--- src/wtmiss_pkg.sv ---
// shared widths, stored word layout and types for the dtlb miss replay buffer
// each rtl module pulls these in with a wildcard import in its header
package wtmiss_pkg;

  localparam int lane_count   = 2;
  localparam int depth        = 4;
  localparam int ptr_width    = 2;
  localparam int cnt_width    = 3;
  localparam int vaddr_width  = 44;
  localparam int page_shift   = 14;
  localparam int vpn_width    = vaddr_width - page_shift;
  localparam int thread_width = 1;
  localparam int sz_width     = 5;
  localparam int attr_width   = 4;
  localparam int lsq_width    = 9;

  // cycles spent collecting misses before the first replay
  localparam int gather_delay = 3;
  localparam int gdly_width   = $clog2(gather_delay + 1);

  // stored op word, lsq index in the low bits, thread on top
  localparam int off_lsq    = 0;
  localparam int off_attr   = off_lsq + lsq_width;
  localparam int off_sz     = off_attr + attr_width;
  localparam int off_addr   = off_sz + sz_width;
  localparam int off_thread = off_addr + vaddr_width;
  localparam int op_width   = off_thread + thread_width;

  typedef struct packed {
    logic [vpn_width-1:0]  vpn;
    logic [page_shift-1:0] offset;
  } vaddr_page_t;

  // same 44 bits, seen flat by the buffer or split by the tlb request
  typedef union packed {
    logic [vaddr_width-1:0] flat;
    vaddr_page_t            page;
  } vaddr_u;

  typedef enum logic [1:0] {
    st_idle,
    st_gather,
    st_translate,
    st_emit
  } ctrl_state_e;

endpackage

--- src/wtmiss.sv ---
// dtlb miss replay buffer for the two lane load/store pipeline
// stalls issue with skip_o, fetches missing pages, then replays stored ops in order
`timescale 1ns/1ns

module wtmiss
  import wtmiss_pkg::*;
(
  input  logic                                    clk,
  input  logic                                    rst,
  input  logic [lane_count-1:0]                   miss_i,
  input  logic [lane_count-1:0]                   op_en_i,
  input  logic [lane_count-1:0][thread_width-1:0] op_thread_i,
  input  vaddr_u [lane_count-1:0]                 op_addr_i,
  input  logic [lane_count-1:0][sz_width-1:0]     op_sz_i,
  input  logic [lane_count-1:0][attr_width-1:0]   op_attr_i,
  input  logic [lane_count-1:0][lsq_width-1:0]    op_lsq_i,
  output logic [lane_count-1:0]                   op_en_o,
  output logic [lane_count-1:0][thread_width-1:0] op_thread_o,
  output vaddr_u [lane_count-1:0]                 op_addr_o,
  output logic [lane_count-1:0][sz_width-1:0]     op_sz_o,
  output logic [lane_count-1:0][attr_width-1:0]   op_attr_o,
  output logic [lane_count-1:0][lsq_width-1:0]    op_lsq_o,
  output logic                                    skip_o,
  output logic                                    tlb_req_o,
  output logic [vpn_width-1:0]                    tlb_vpn_o,
  output logic [attr_width-1:0]                   tlb_attr_o,
  input  logic                                    tlb_ack_i,
  input  logic                                    except_i,
  input  logic [thread_width-1:0]                 except_thread_i
);

  logic                                wr_en;
  logic [ptr_width-1:0]                wr_ptr;
  logic                                rd_en;
  logic [ptr_width-1:0]                rd_ptr;
  logic                                translate;
  logic                                emit;
  logic                                lanes_done;
  logic [lane_count-1:0]               head_miss;
  logic [lane_count-1:0]               head_invalid;
  logic [lane_count-1:0][op_width-1:0] head_word;

  wtmiss_ctrl ctrl_i (
    .clk          (clk),
    .rst          (rst),
    .miss_i       (miss_i),
    .lanes_done_i (lanes_done),
    .wr_en_o      (wr_en),
    .wr_ptr_o     (wr_ptr),
    .rd_en_o      (rd_en),
    .rd_ptr_o     (rd_ptr),
    .translate_o  (translate),
    .emit_o       (emit),
    .skip_o       (skip_o)
  );

  // one store per lane, miss flag on top of the op word
  for (genvar l = 0; l < lane_count; l++) begin : g_lane
    wtmiss_ram ram_i (
      .clk       (clk),
      .rst       (rst),
      .wr_en_i   (wr_en),
      .wr_ptr_i  (wr_ptr),
      .wr_data_i ({miss_i[l], op_thread_i[l], op_addr_i[l].flat, op_sz_i[l],
                   op_attr_i[l], op_lsq_i[l]}),
      .rd_en_i   (rd_en),
      .rd_ptr_i  (rd_ptr),
      .rd_data_o ({head_miss[l], head_word[l]})
    );
  end

  wtmiss_inval inval_i (
    .clk             (clk),
    .rst             (rst),
    .wr_en_i         (wr_en),
    .wr_ptr_i        (wr_ptr),
    .thread_i        (op_thread_i),
    .except_i        (except_i),
    .except_thread_i (except_thread_i),
    .rd_ptr_i        (rd_ptr),
    .head_invalid_o  (head_invalid)
  );

  wtmiss_tlb_req tlb_req_i (
    .clk            (clk),
    .rst            (rst),
    .translate_i    (translate),
    .head_miss_i    (head_miss),
    .head_invalid_i (head_invalid),
    .head_addr_i    ({head_word[1][off_addr +: vaddr_width],
                      head_word[0][off_addr +: vaddr_width]}),
    .head_attr_i    ({head_word[1][off_attr +: attr_width],
                      head_word[0][off_attr +: attr_width]}),
    .tlb_ack_i      (tlb_ack_i),
    .tlb_req_o      (tlb_req_o),
    .tlb_vpn_o      (tlb_vpn_o),
    .tlb_attr_o     (tlb_attr_o),
    .lanes_done_o   (lanes_done)
  );

  wtmiss_out_mux out_mux_i (
    .clk            (clk),
    .rst            (rst),
    .skip_i         (skip_o),
    .emit_i         (emit),
    .head_miss_i    (head_miss),
    .head_invalid_i (head_invalid),
    .head_word_i    (head_word),
    .miss_i         (miss_i),
    .op_en_i        (op_en_i),
    .op_thread_i    (op_thread_i),
    .op_addr_i      (op_addr_i),
    .op_sz_i        (op_sz_i),
    .op_attr_i      (op_attr_i),
    .op_lsq_i       (op_lsq_i),
    .op_en_o        (op_en_o),
    .op_thread_o    (op_thread_o),
    .op_addr_o      (op_addr_o),
    .op_sz_o        (op_sz_o),
    .op_attr_o      (op_attr_o),
    .op_lsq_o       (op_lsq_o)
  );

endmodule

--- src/wtmiss_ctrl.sv ---
// sequencing for the miss replay buffer: capture, gather delay, per entry
// translate and emit, and the skip signal that stalls the pipeline
`timescale 1ns/1ns

module wtmiss_ctrl
  import wtmiss_pkg::*;
(
  input  logic                  clk,
  input  logic                  rst,
  input  logic [lane_count-1:0] miss_i,
  input  logic                  lanes_done_i,
  output logic                  wr_en_o,
  output logic [ptr_width-1:0]  wr_ptr_o,
  output logic                  rd_en_o,
  output logic [ptr_width-1:0]  rd_ptr_o,
  output logic                  translate_o,
  output logic                  emit_o,
  output logic                  skip_o
);

  ctrl_state_e          state_r;
  logic [gdly_width-1:0] gcnt_r;
  logic [ptr_width-1:0] wr_ptr_r;
  logic [ptr_width-1:0] rd_ptr_r;
  logic [cnt_width-1:0] cnt_r;
  logic                 rd_pend_r;
  logic                 translate_r;
  logic                 accept;
  logic                 last_gather;

  // misses only land while idle or gathering, and only if there is room
  assign accept = (|miss_i) && (state_r == st_idle || state_r == st_gather) &&
                  (cnt_r < cnt_width'(depth));
  assign last_gather = (state_r == st_gather) &&
                       (gcnt_r == gdly_width'(gather_delay - 1));

  assign wr_en_o     = accept;
  assign wr_ptr_o    = wr_ptr_r;
  assign rd_en_o     = rd_pend_r;
  assign rd_ptr_o    = rd_ptr_r;
  assign translate_o = translate_r;
  assign emit_o      = (state_r == st_emit);
  assign skip_o      = (state_r != st_idle);

  always_ff @(posedge clk) begin
    if (rst) begin
      state_r     <= st_idle;
      gcnt_r      <= '0;
      wr_ptr_r    <= '0;
      rd_ptr_r    <= '0;
      cnt_r       <= '0;
      rd_pend_r   <= 1'b0;
      translate_r <= 1'b0;
    end else begin
      // head word is on the ram output the cycle after the read
      translate_r <= rd_pend_r;
      rd_pend_r   <= 1'b0;

      if (accept) begin
        wr_ptr_r <= wr_ptr_r + ptr_width'(1);
        cnt_r    <= cnt_r + cnt_width'(1);
      end else if (emit_o) begin
        cnt_r <= cnt_r - cnt_width'(1);
      end

      case (state_r)
        st_idle: begin
          if (accept) begin
            state_r <= st_gather;
            gcnt_r  <= '0;
          end
        end
        st_gather: begin
          gcnt_r <= gcnt_r + gdly_width'(1);
          if (last_gather) begin
            state_r   <= st_translate;
            rd_pend_r <= 1'b1;
          end
        end
        st_translate: begin
          if (lanes_done_i) begin
            state_r <= st_emit;
          end
        end
        st_emit: begin
          rd_ptr_r <= rd_ptr_r + ptr_width'(1);
          if (cnt_r == cnt_width'(1)) begin
            state_r <= st_idle;
          end else begin
            state_r   <= st_translate;
            rd_pend_r <= 1'b1;
          end
        end
        default: state_r <= st_idle;
      endcase
    end
  end

endmodule

--- src/wtmiss_inval.sv ---
// per entry and lane thread tags with invalid bits
// an exception kills every buffered lane of its thread
`timescale 1ns/1ns

module wtmiss_inval
  import wtmiss_pkg::*;
(
  input  logic                                    clk,
  input  logic                                    rst,
  input  logic                                    wr_en_i,
  input  logic [ptr_width-1:0]                    wr_ptr_i,
  input  logic [lane_count-1:0][thread_width-1:0] thread_i,
  input  logic                                    except_i,
  input  logic [thread_width-1:0]                 except_thread_i,
  input  logic [ptr_width-1:0]                    rd_ptr_i,
  output logic [lane_count-1:0]                   head_invalid_o
);

  logic [lane_count-1:0][thread_width-1:0] thr_r [depth];
  logic [lane_count-1:0]                   inv_r [depth];

  always_ff @(posedge clk) begin
    if (wr_en_i) begin
      thr_r[wr_ptr_i] <= thread_i;
    end
  end

  always_ff @(posedge clk) begin
    if (rst) begin
      for (int e = 0; e < depth; e++) begin
        inv_r[e] <= '0;
      end
    end else begin
      if (except_i) begin
        for (int e = 0; e < depth; e++) begin
          for (int l = 0; l < lane_count; l++) begin
            if (thr_r[e][l] == except_thread_i) begin
              inv_r[e][l] <= 1'b1;
            end
          end
        end
      end
      // new entry overrides stale bits, same cycle exception still applies
      if (wr_en_i) begin
        for (int l = 0; l < lane_count; l++) begin
          inv_r[wr_ptr_i][l] <= except_i && (thread_i[l] == except_thread_i);
        end
      end
    end
  end

  assign head_invalid_o = inv_r[rd_ptr_i];

endmodule

--- src/wtmiss_out_mux.sv ---
// registered op outputs: pipeline pass-through, replayed head entry, or blank
`timescale 1ns/1ns

module wtmiss_out_mux
  import wtmiss_pkg::*;
(
  input  logic                                    clk,
  input  logic                                    rst,
  input  logic                                    skip_i,
  input  logic                                    emit_i,
  input  logic [lane_count-1:0]                   head_miss_i,
  input  logic [lane_count-1:0]                   head_invalid_i,
  input  logic [lane_count-1:0][op_width-1:0]     head_word_i,
  input  logic [lane_count-1:0]                   miss_i,
  input  logic [lane_count-1:0]                   op_en_i,
  input  logic [lane_count-1:0][thread_width-1:0] op_thread_i,
  input  vaddr_u [lane_count-1:0]                 op_addr_i,
  input  logic [lane_count-1:0][sz_width-1:0]     op_sz_i,
  input  logic [lane_count-1:0][attr_width-1:0]   op_attr_i,
  input  logic [lane_count-1:0][lsq_width-1:0]    op_lsq_i,
  output logic [lane_count-1:0]                   op_en_o,
  output logic [lane_count-1:0][thread_width-1:0] op_thread_o,
  output vaddr_u [lane_count-1:0]                 op_addr_o,
  output logic [lane_count-1:0][sz_width-1:0]     op_sz_o,
  output logic [lane_count-1:0][attr_width-1:0]   op_attr_o,
  output logic [lane_count-1:0][lsq_width-1:0]    op_lsq_o
);

  logic hold_back;

  // a missing cycle goes into the buffer, so it is blanked here too
  assign hold_back = skip_i | (|miss_i);

  always_ff @(posedge clk) begin
    if (rst) begin
      op_en_o <= '0;
    end else if (emit_i) begin
      op_en_o <= head_miss_i & ~head_invalid_i;
    end else if (hold_back) begin
      op_en_o <= '0;
    end else begin
      op_en_o <= op_en_i;
    end
  end

  always_ff @(posedge clk) begin
    for (int l = 0; l < lane_count; l++) begin
      if (skip_i) begin
        op_thread_o[l]    <= head_word_i[l][off_thread +: thread_width];
        op_addr_o[l].flat <= head_word_i[l][off_addr +: vaddr_width];
        op_sz_o[l]        <= head_word_i[l][off_sz +: sz_width];
        op_attr_o[l]      <= head_word_i[l][off_attr +: attr_width];
        op_lsq_o[l]       <= head_word_i[l][off_lsq +: lsq_width];
      end else begin
        op_thread_o[l] <= op_thread_i[l];
        op_addr_o[l]   <= op_addr_i[l];
        op_sz_o[l]     <= op_sz_i[l];
        op_attr_o[l]   <= op_attr_i[l];
        op_lsq_o[l]    <= op_lsq_i[l];
      end
    end
  end

endmodule

--- src/wtmiss_ram.sv ---
// four entry store for one lane of captured ops
// read address is registered, a write to the entry being read shows the new word
`timescale 1ns/1ns

module wtmiss_ram
  import wtmiss_pkg::*;
(
  input  logic                 clk,
  input  logic                 rst,
  input  logic                 wr_en_i,
  input  logic [ptr_width-1:0] wr_ptr_i,
  input  logic [op_width:0]    wr_data_i,
  input  logic                 rd_en_i,
  input  logic [ptr_width-1:0] rd_ptr_i,
  output logic [op_width:0]    rd_data_o
);

  logic [op_width:0]    mem_r [depth];
  logic [ptr_width-1:0] rd_addr_r;

  always_ff @(posedge clk) begin
    if (rst) begin
      rd_addr_r <= '0;
    end else if (rd_en_i) begin
      rd_addr_r <= rd_ptr_i;
    end
  end

  always_ff @(posedge clk) begin
    if (wr_en_i) begin
      mem_r[wr_ptr_i] <= wr_data_i;
    end
  end

  // async read of the latched address gives write-first
  assign rd_data_o = mem_r[rd_addr_r];

endmodule

--- src/wtmiss_tlb_req.sv ---
// page requests to the second level tlb for the head entry, lane 0 first
// request and data hold until ack, then drop for a cycle
`timescale 1ns/1ns

module wtmiss_tlb_req
  import wtmiss_pkg::*;
(
  input  logic                                  clk,
  input  logic                                  rst,
  input  logic                                  translate_i,
  input  logic [lane_count-1:0]                 head_miss_i,
  input  logic [lane_count-1:0]                 head_invalid_i,
  input  vaddr_u [lane_count-1:0]               head_addr_i,
  input  logic [lane_count-1:0][attr_width-1:0] head_attr_i,
  input  logic                                  tlb_ack_i,
  output logic                                  tlb_req_o,
  output logic [vpn_width-1:0]                  tlb_vpn_o,
  output logic [attr_width-1:0]                 tlb_attr_o,
  output logic                                  lanes_done_o
);

  logic [lane_count-1:0] done_r;
  logic                  active_r;
  logic                  sel_r;
  logic [lane_count-1:0] need;
  logic [lane_count-1:0] req_mask;
  logic [lane_count-1:0] done_cur;
  logic                  active;
  logic                  launch;
  logic                  pick;

  assign need     = head_miss_i & ~head_invalid_i;
  assign req_mask = {lane_count{tlb_req_o}} & (lane_count'(1) << sel_r);

  // a lane invalidated before its request goes out counts as done
  assign done_cur = translate_i ? ~need :
                    done_r | (~need & ~req_mask) | (req_mask & {lane_count{tlb_ack_i}});

  assign active       = translate_i | active_r;
  assign lanes_done_o = active & (&done_cur);
  assign launch       = active & ~tlb_req_o & ~(&done_cur);
  assign pick         = done_cur[0];

  always_ff @(posedge clk) begin
    if (rst) begin
      active_r  <= 1'b0;
      done_r    <= '1;
      tlb_req_o <= 1'b0;
      sel_r     <= 1'b0;
    end else begin
      active_r <= active & ~lanes_done_o;
      if (active) begin
        done_r <= done_cur;
      end
      if (tlb_req_o && tlb_ack_i) begin
        tlb_req_o <= 1'b0;
      end else if (launch) begin
        tlb_req_o <= 1'b1;
        sel_r     <= pick;
      end
    end
  end

  // request payload, loaded only when a request starts
  always_ff @(posedge clk) begin
    if (launch) begin
      tlb_vpn_o  <= head_addr_i[pick].page.vpn;
      tlb_attr_o <= head_attr_i[pick];
    end
  end

endmodule
--- config.mk ---
export PLATFORM = sky130hd
export DESIGN_NAME = wtmiss
export DESIGN_NICKNAME = d
export VERILOG_FILES = /design/src/wtmiss_pkg.sv /design/src/wtmiss.sv /design/src/wtmiss_ctrl.sv /design/src/wtmiss_inval.sv /design/src/wtmiss_out_mux.sv /design/src/wtmiss_ram.sv /design/src/wtmiss_tlb_req.sv
export SDC_FILE = /design/constraint.sdc
export NUM_CORES = 1
export LEC_CHECK = 0
export ABC_AREA = 0
export BUFFER_PORTS_ARGS = -buffer_cell sky130_fd_sc_hd__buf_2
export CAP_MARGIN = 25
export CORE_UTILIZATION = 32
export CTS_CLUSTER_SIZE = 28
export DETAILED_ROUTE_END_ITERATION = 8
export GPL_TIMING_DRIVEN = 0
export PLACE_DENSITY_LB_ADDON = 0.25
export SLEW_MARGIN = 15
export SYNTH_ARGS = -nofsm -noshare
export SYNTH_HDL_FRONTEND = slang
export SYNTH_SLANG_ARGS = --single-unit
--- constraint.sdc ---
create_clock -name clk -period 5.1 [get_ports clk]
set_input_delay 1.02 -clock clk [delete_from_list [all_inputs] [get_ports clk]]
set_output_delay 1.02 -clock clk [all_outputs]
set_load 0.005 [all_outputs]
==> results.tsv <==
stage	metric	value	unit
clock_tree	cts_root_buffer	clkbuf_16	
route	wl_per_cell	22.3	um
route	dr.pass1.iters	4	
placed_design	hpwl	36400	um
floorplan	fp-row-count	103	
pwr	power	0.0136	W
finish	drive_above_1_share	0.447	
synth	syn_area	25600	sq um
timing	finalHoldViolations	0	
route	drt-initial-drc-count	728	
global_routing	grt_max_degree	70	
synth	syn_inst	1193	
floorplan	dieArea	81000	sq um
setup_path	crit_chain	clkbuf_1, or2_2, clkbuf_1, buf_2, buf_2	
pwr	leakagePower	10.6	nW
setup_path	cp_slowest_cell	clkbuf_1	
setup_path	crit_required	4.08	ns
clock_tree	postCtsHoldBufs	0	
setup_path	cp_top_family	buffers and inverters	
timing	holdWs	0.481	ns
synth	synth_ff_type	edfxtp_1	
synth	synth_edf_count	548	
global_routing	grt_overflow	0	
timing	grt_setup_unrepaired	no	
setup_path	max_stage_delay	0.65	ns
synth	synth_fp_nets	1336	
timing	worst_pin_slew	1.00	ns
route	via_count	12444	
clock_tree	path_clk_slew	0.06	ns
clock_tree	clkLatencyLatePin	0.61	ns
finish	num_antenna_cells	0	
synth	synth-async-reset-ratio	0	
clock_tree	postCtsSetupRepairBufs	0	
floorplan	fp.dieW	285	um
finish	final_util	0.391	
clock_tree	cts_buffer_depth	3	
placed_design	pre_cts_ws	1.87	ns
timing	period_needed	3.72	ns
setup_path	crit_buf_inv	4	
timing	finalSetupViolations	0	
clock_tree	cts_buffers	77	
setup_path	endpoint_kind	output pin	
clock_tree	clkSinkCount	706	
route	final_antenna_net_count	0	
timing	finalCritPeriodShare	0.730	
synth	synth_area_per_cell	21.4	sq um
setup_path	worstPathArrival	2.70	ns
clock_tree	cts_resized	0	
floorplan	core	79000	sq um
clock_tree	cts_tree	built	
finish	area_growth	20.9	%
route	drc	0	
timing	drv_slew	0	
clock_tree	htree_num_levels	3	
synth	yosys.cell_types.count	38	
setup_path	startpoint_type	flip-flop	
finish	mostFrequentLayoutCell	edfxtp_1	
route	totalWireLength	60000	um
placed_design	port-buffer-count	297	
setup_path	critical_path_class	reg2out	
finish	layout_common_cells	edfxtp_1 (548), buf_2 (320), dfxtp_1 (158)	
floorplan	die_h	285	um
pwr	ir_drop	0.000284	V
synth	ys_seq_elements	706	
timing	relSlewSlack	0.330	
setup_path	crit_fanout	10	
global_routing	grtUsageTotal	0.149	
synth	yosysWarningCount	0	
timing	skew	0.0166	ns
placed_design	gp_congestion	0.707	
global_routing	grt_pass1_wl	88500	um
min_path	hold_class	reg2reg	
timing	fin_ws	1.38	ns
timing	finalSetupTns	0	ns
pwr	powerDensity	441	nW/um^2
synth	synth-seq-area-share	0.768	
status	status	finished, final reports clean	
global_routing	antenna_found_initial	12	
route	via_per_inst	4.63	
run	maxCapViolCount	0	
timing	fmax	269	MHz
floorplan	start_util	0.323	
global_routing	grt_pass1_vias	13391	
floorplan	ios	299	
finish	nNetsFinal	1717	
==> where the power goes <==
part	switching [W]	total, W	leakage (nW)	internal (W)
Sequential	0.000144	0.00705	6.40	0.00691
Clock	0.00221	0.00522	1.16	0.00301
Combinational	0.000761	0.00135	3.07	0.000588
Total	0.00311	0.0136	10.6	0.0105
==> cells in the mapped netlist (4+ instances only) <==
cell type	instances	area (sq um)
edfxtp_1	548	16500
dfxtp_1	158	3160
mux2_2	144	1620
mux4_2	130	2930
nor2_1	28	105
clkbuf_1	23	86.3
buf_2	22	110
mux2_4	16	240
xnor2_1	15	131
a21oi_1	14	70.1
buf_1	11	41.3
inv_1	9	33.8
ha_1	8	100
nand2_1	8	30.0
a211oi_1	7	52.6
mux2i_1	5	50.1
nor2b_1	4	25.0
nor3b_1	4	30.0
o21ai_0	4	20.0
==> layer usage <==
metal / vias up / wire length, um / GRT usage
met5: - / 92 / 0
met4: 16 / 1430 / 0.0441
met3: 103 / 3500 / 0.0404
met2: 289 / 28700 / 0.241
met1: 6462 / 26300 / 0.195
li1: 5574 / - / -
==> registers in the layout, indices dropped and copies added (netlist names), 3 cells and up, named ones only <==
name / cells
g_lane.ram_i.mem_r: 511
out_mux_i.op_sz_o: 10
out_mux_i.op_lsq_o: 18
tlb_req_i.tlb_vpn_o: 30
out_mux_i.op_addr_o: 88
tlb_req_i.tlb_attr_o: 4
inval_i.inv_r: 8
ctrl_i.cnt_r: 3
out_mux_i.op_attr_o: 8
==> final cells by class <==
cell class                      instances  area, sq um
Buffer                                 59          303
Clock buffer                          118         2220
Clock inverter                         25          150
Fill cell                            7228        48100
Inverter                                9         43.8
Multi-Input combinational cell        419         5630
Sequential cell                       706        19600
Tap cell                             1050         1310
Timing Repair Buffer                  302         1620
==> worst register-to-register path: cells and delay by family (launching register included) <==
kind,cells,cell delay (ns)
AOI/OAI and AO/OA,2,0.42
buffers and inverters,3,1.01
DFF,1,0.38
muxes,1,0.52
and+or+nand+nor,1,0.20
==> metrics by stage <==
step / std cells / area (sq um)
final: 2688 / 30900
after global routing: 2688 / 30900
after CTS: 2688 / 30900
after detailed placement: 2545 / 28500
after global placement: 2540 / 28400
after floorplan: 1193 / 25600
==> worst paths after layout <==
path / from / endpoint / slack, ns / cells after the start
setup reg to reg: flip-flop / tlb_req_i.tlb_vpn_o[23]$_DFFE_PP_ / 2.16 / 7
setup / recovery: ctrl_i.state_r[1]$_SDFFE_PP0P_ / skip_o / 1.38 / 5
hold / removal: ctrl_i.cnt_r[1]$_SDFFE_PP0P_ / ctrl_i.cnt_r[1]$_SDFFE_PP0P_ / 0.48 / 2
hold reg to reg: ctrl_i.cnt_r[1]$_SDFFE_PP0P_ / ctrl_i.cnt_r[1]$_SDFFE_PP0P_ / 0.48 / 2
==> kinds of logic after synthesis <==
kind of cell / share of synthesized area
buf+inv: 0.0119
xor+xnor: 0.00583
compound gates: 0.00984
simple gates: 0.0114
mux: 0.189
fa+ha+maj: 0.00392
flops: 0.768
No activity file was read; power rests on OpenSTA's default activity.
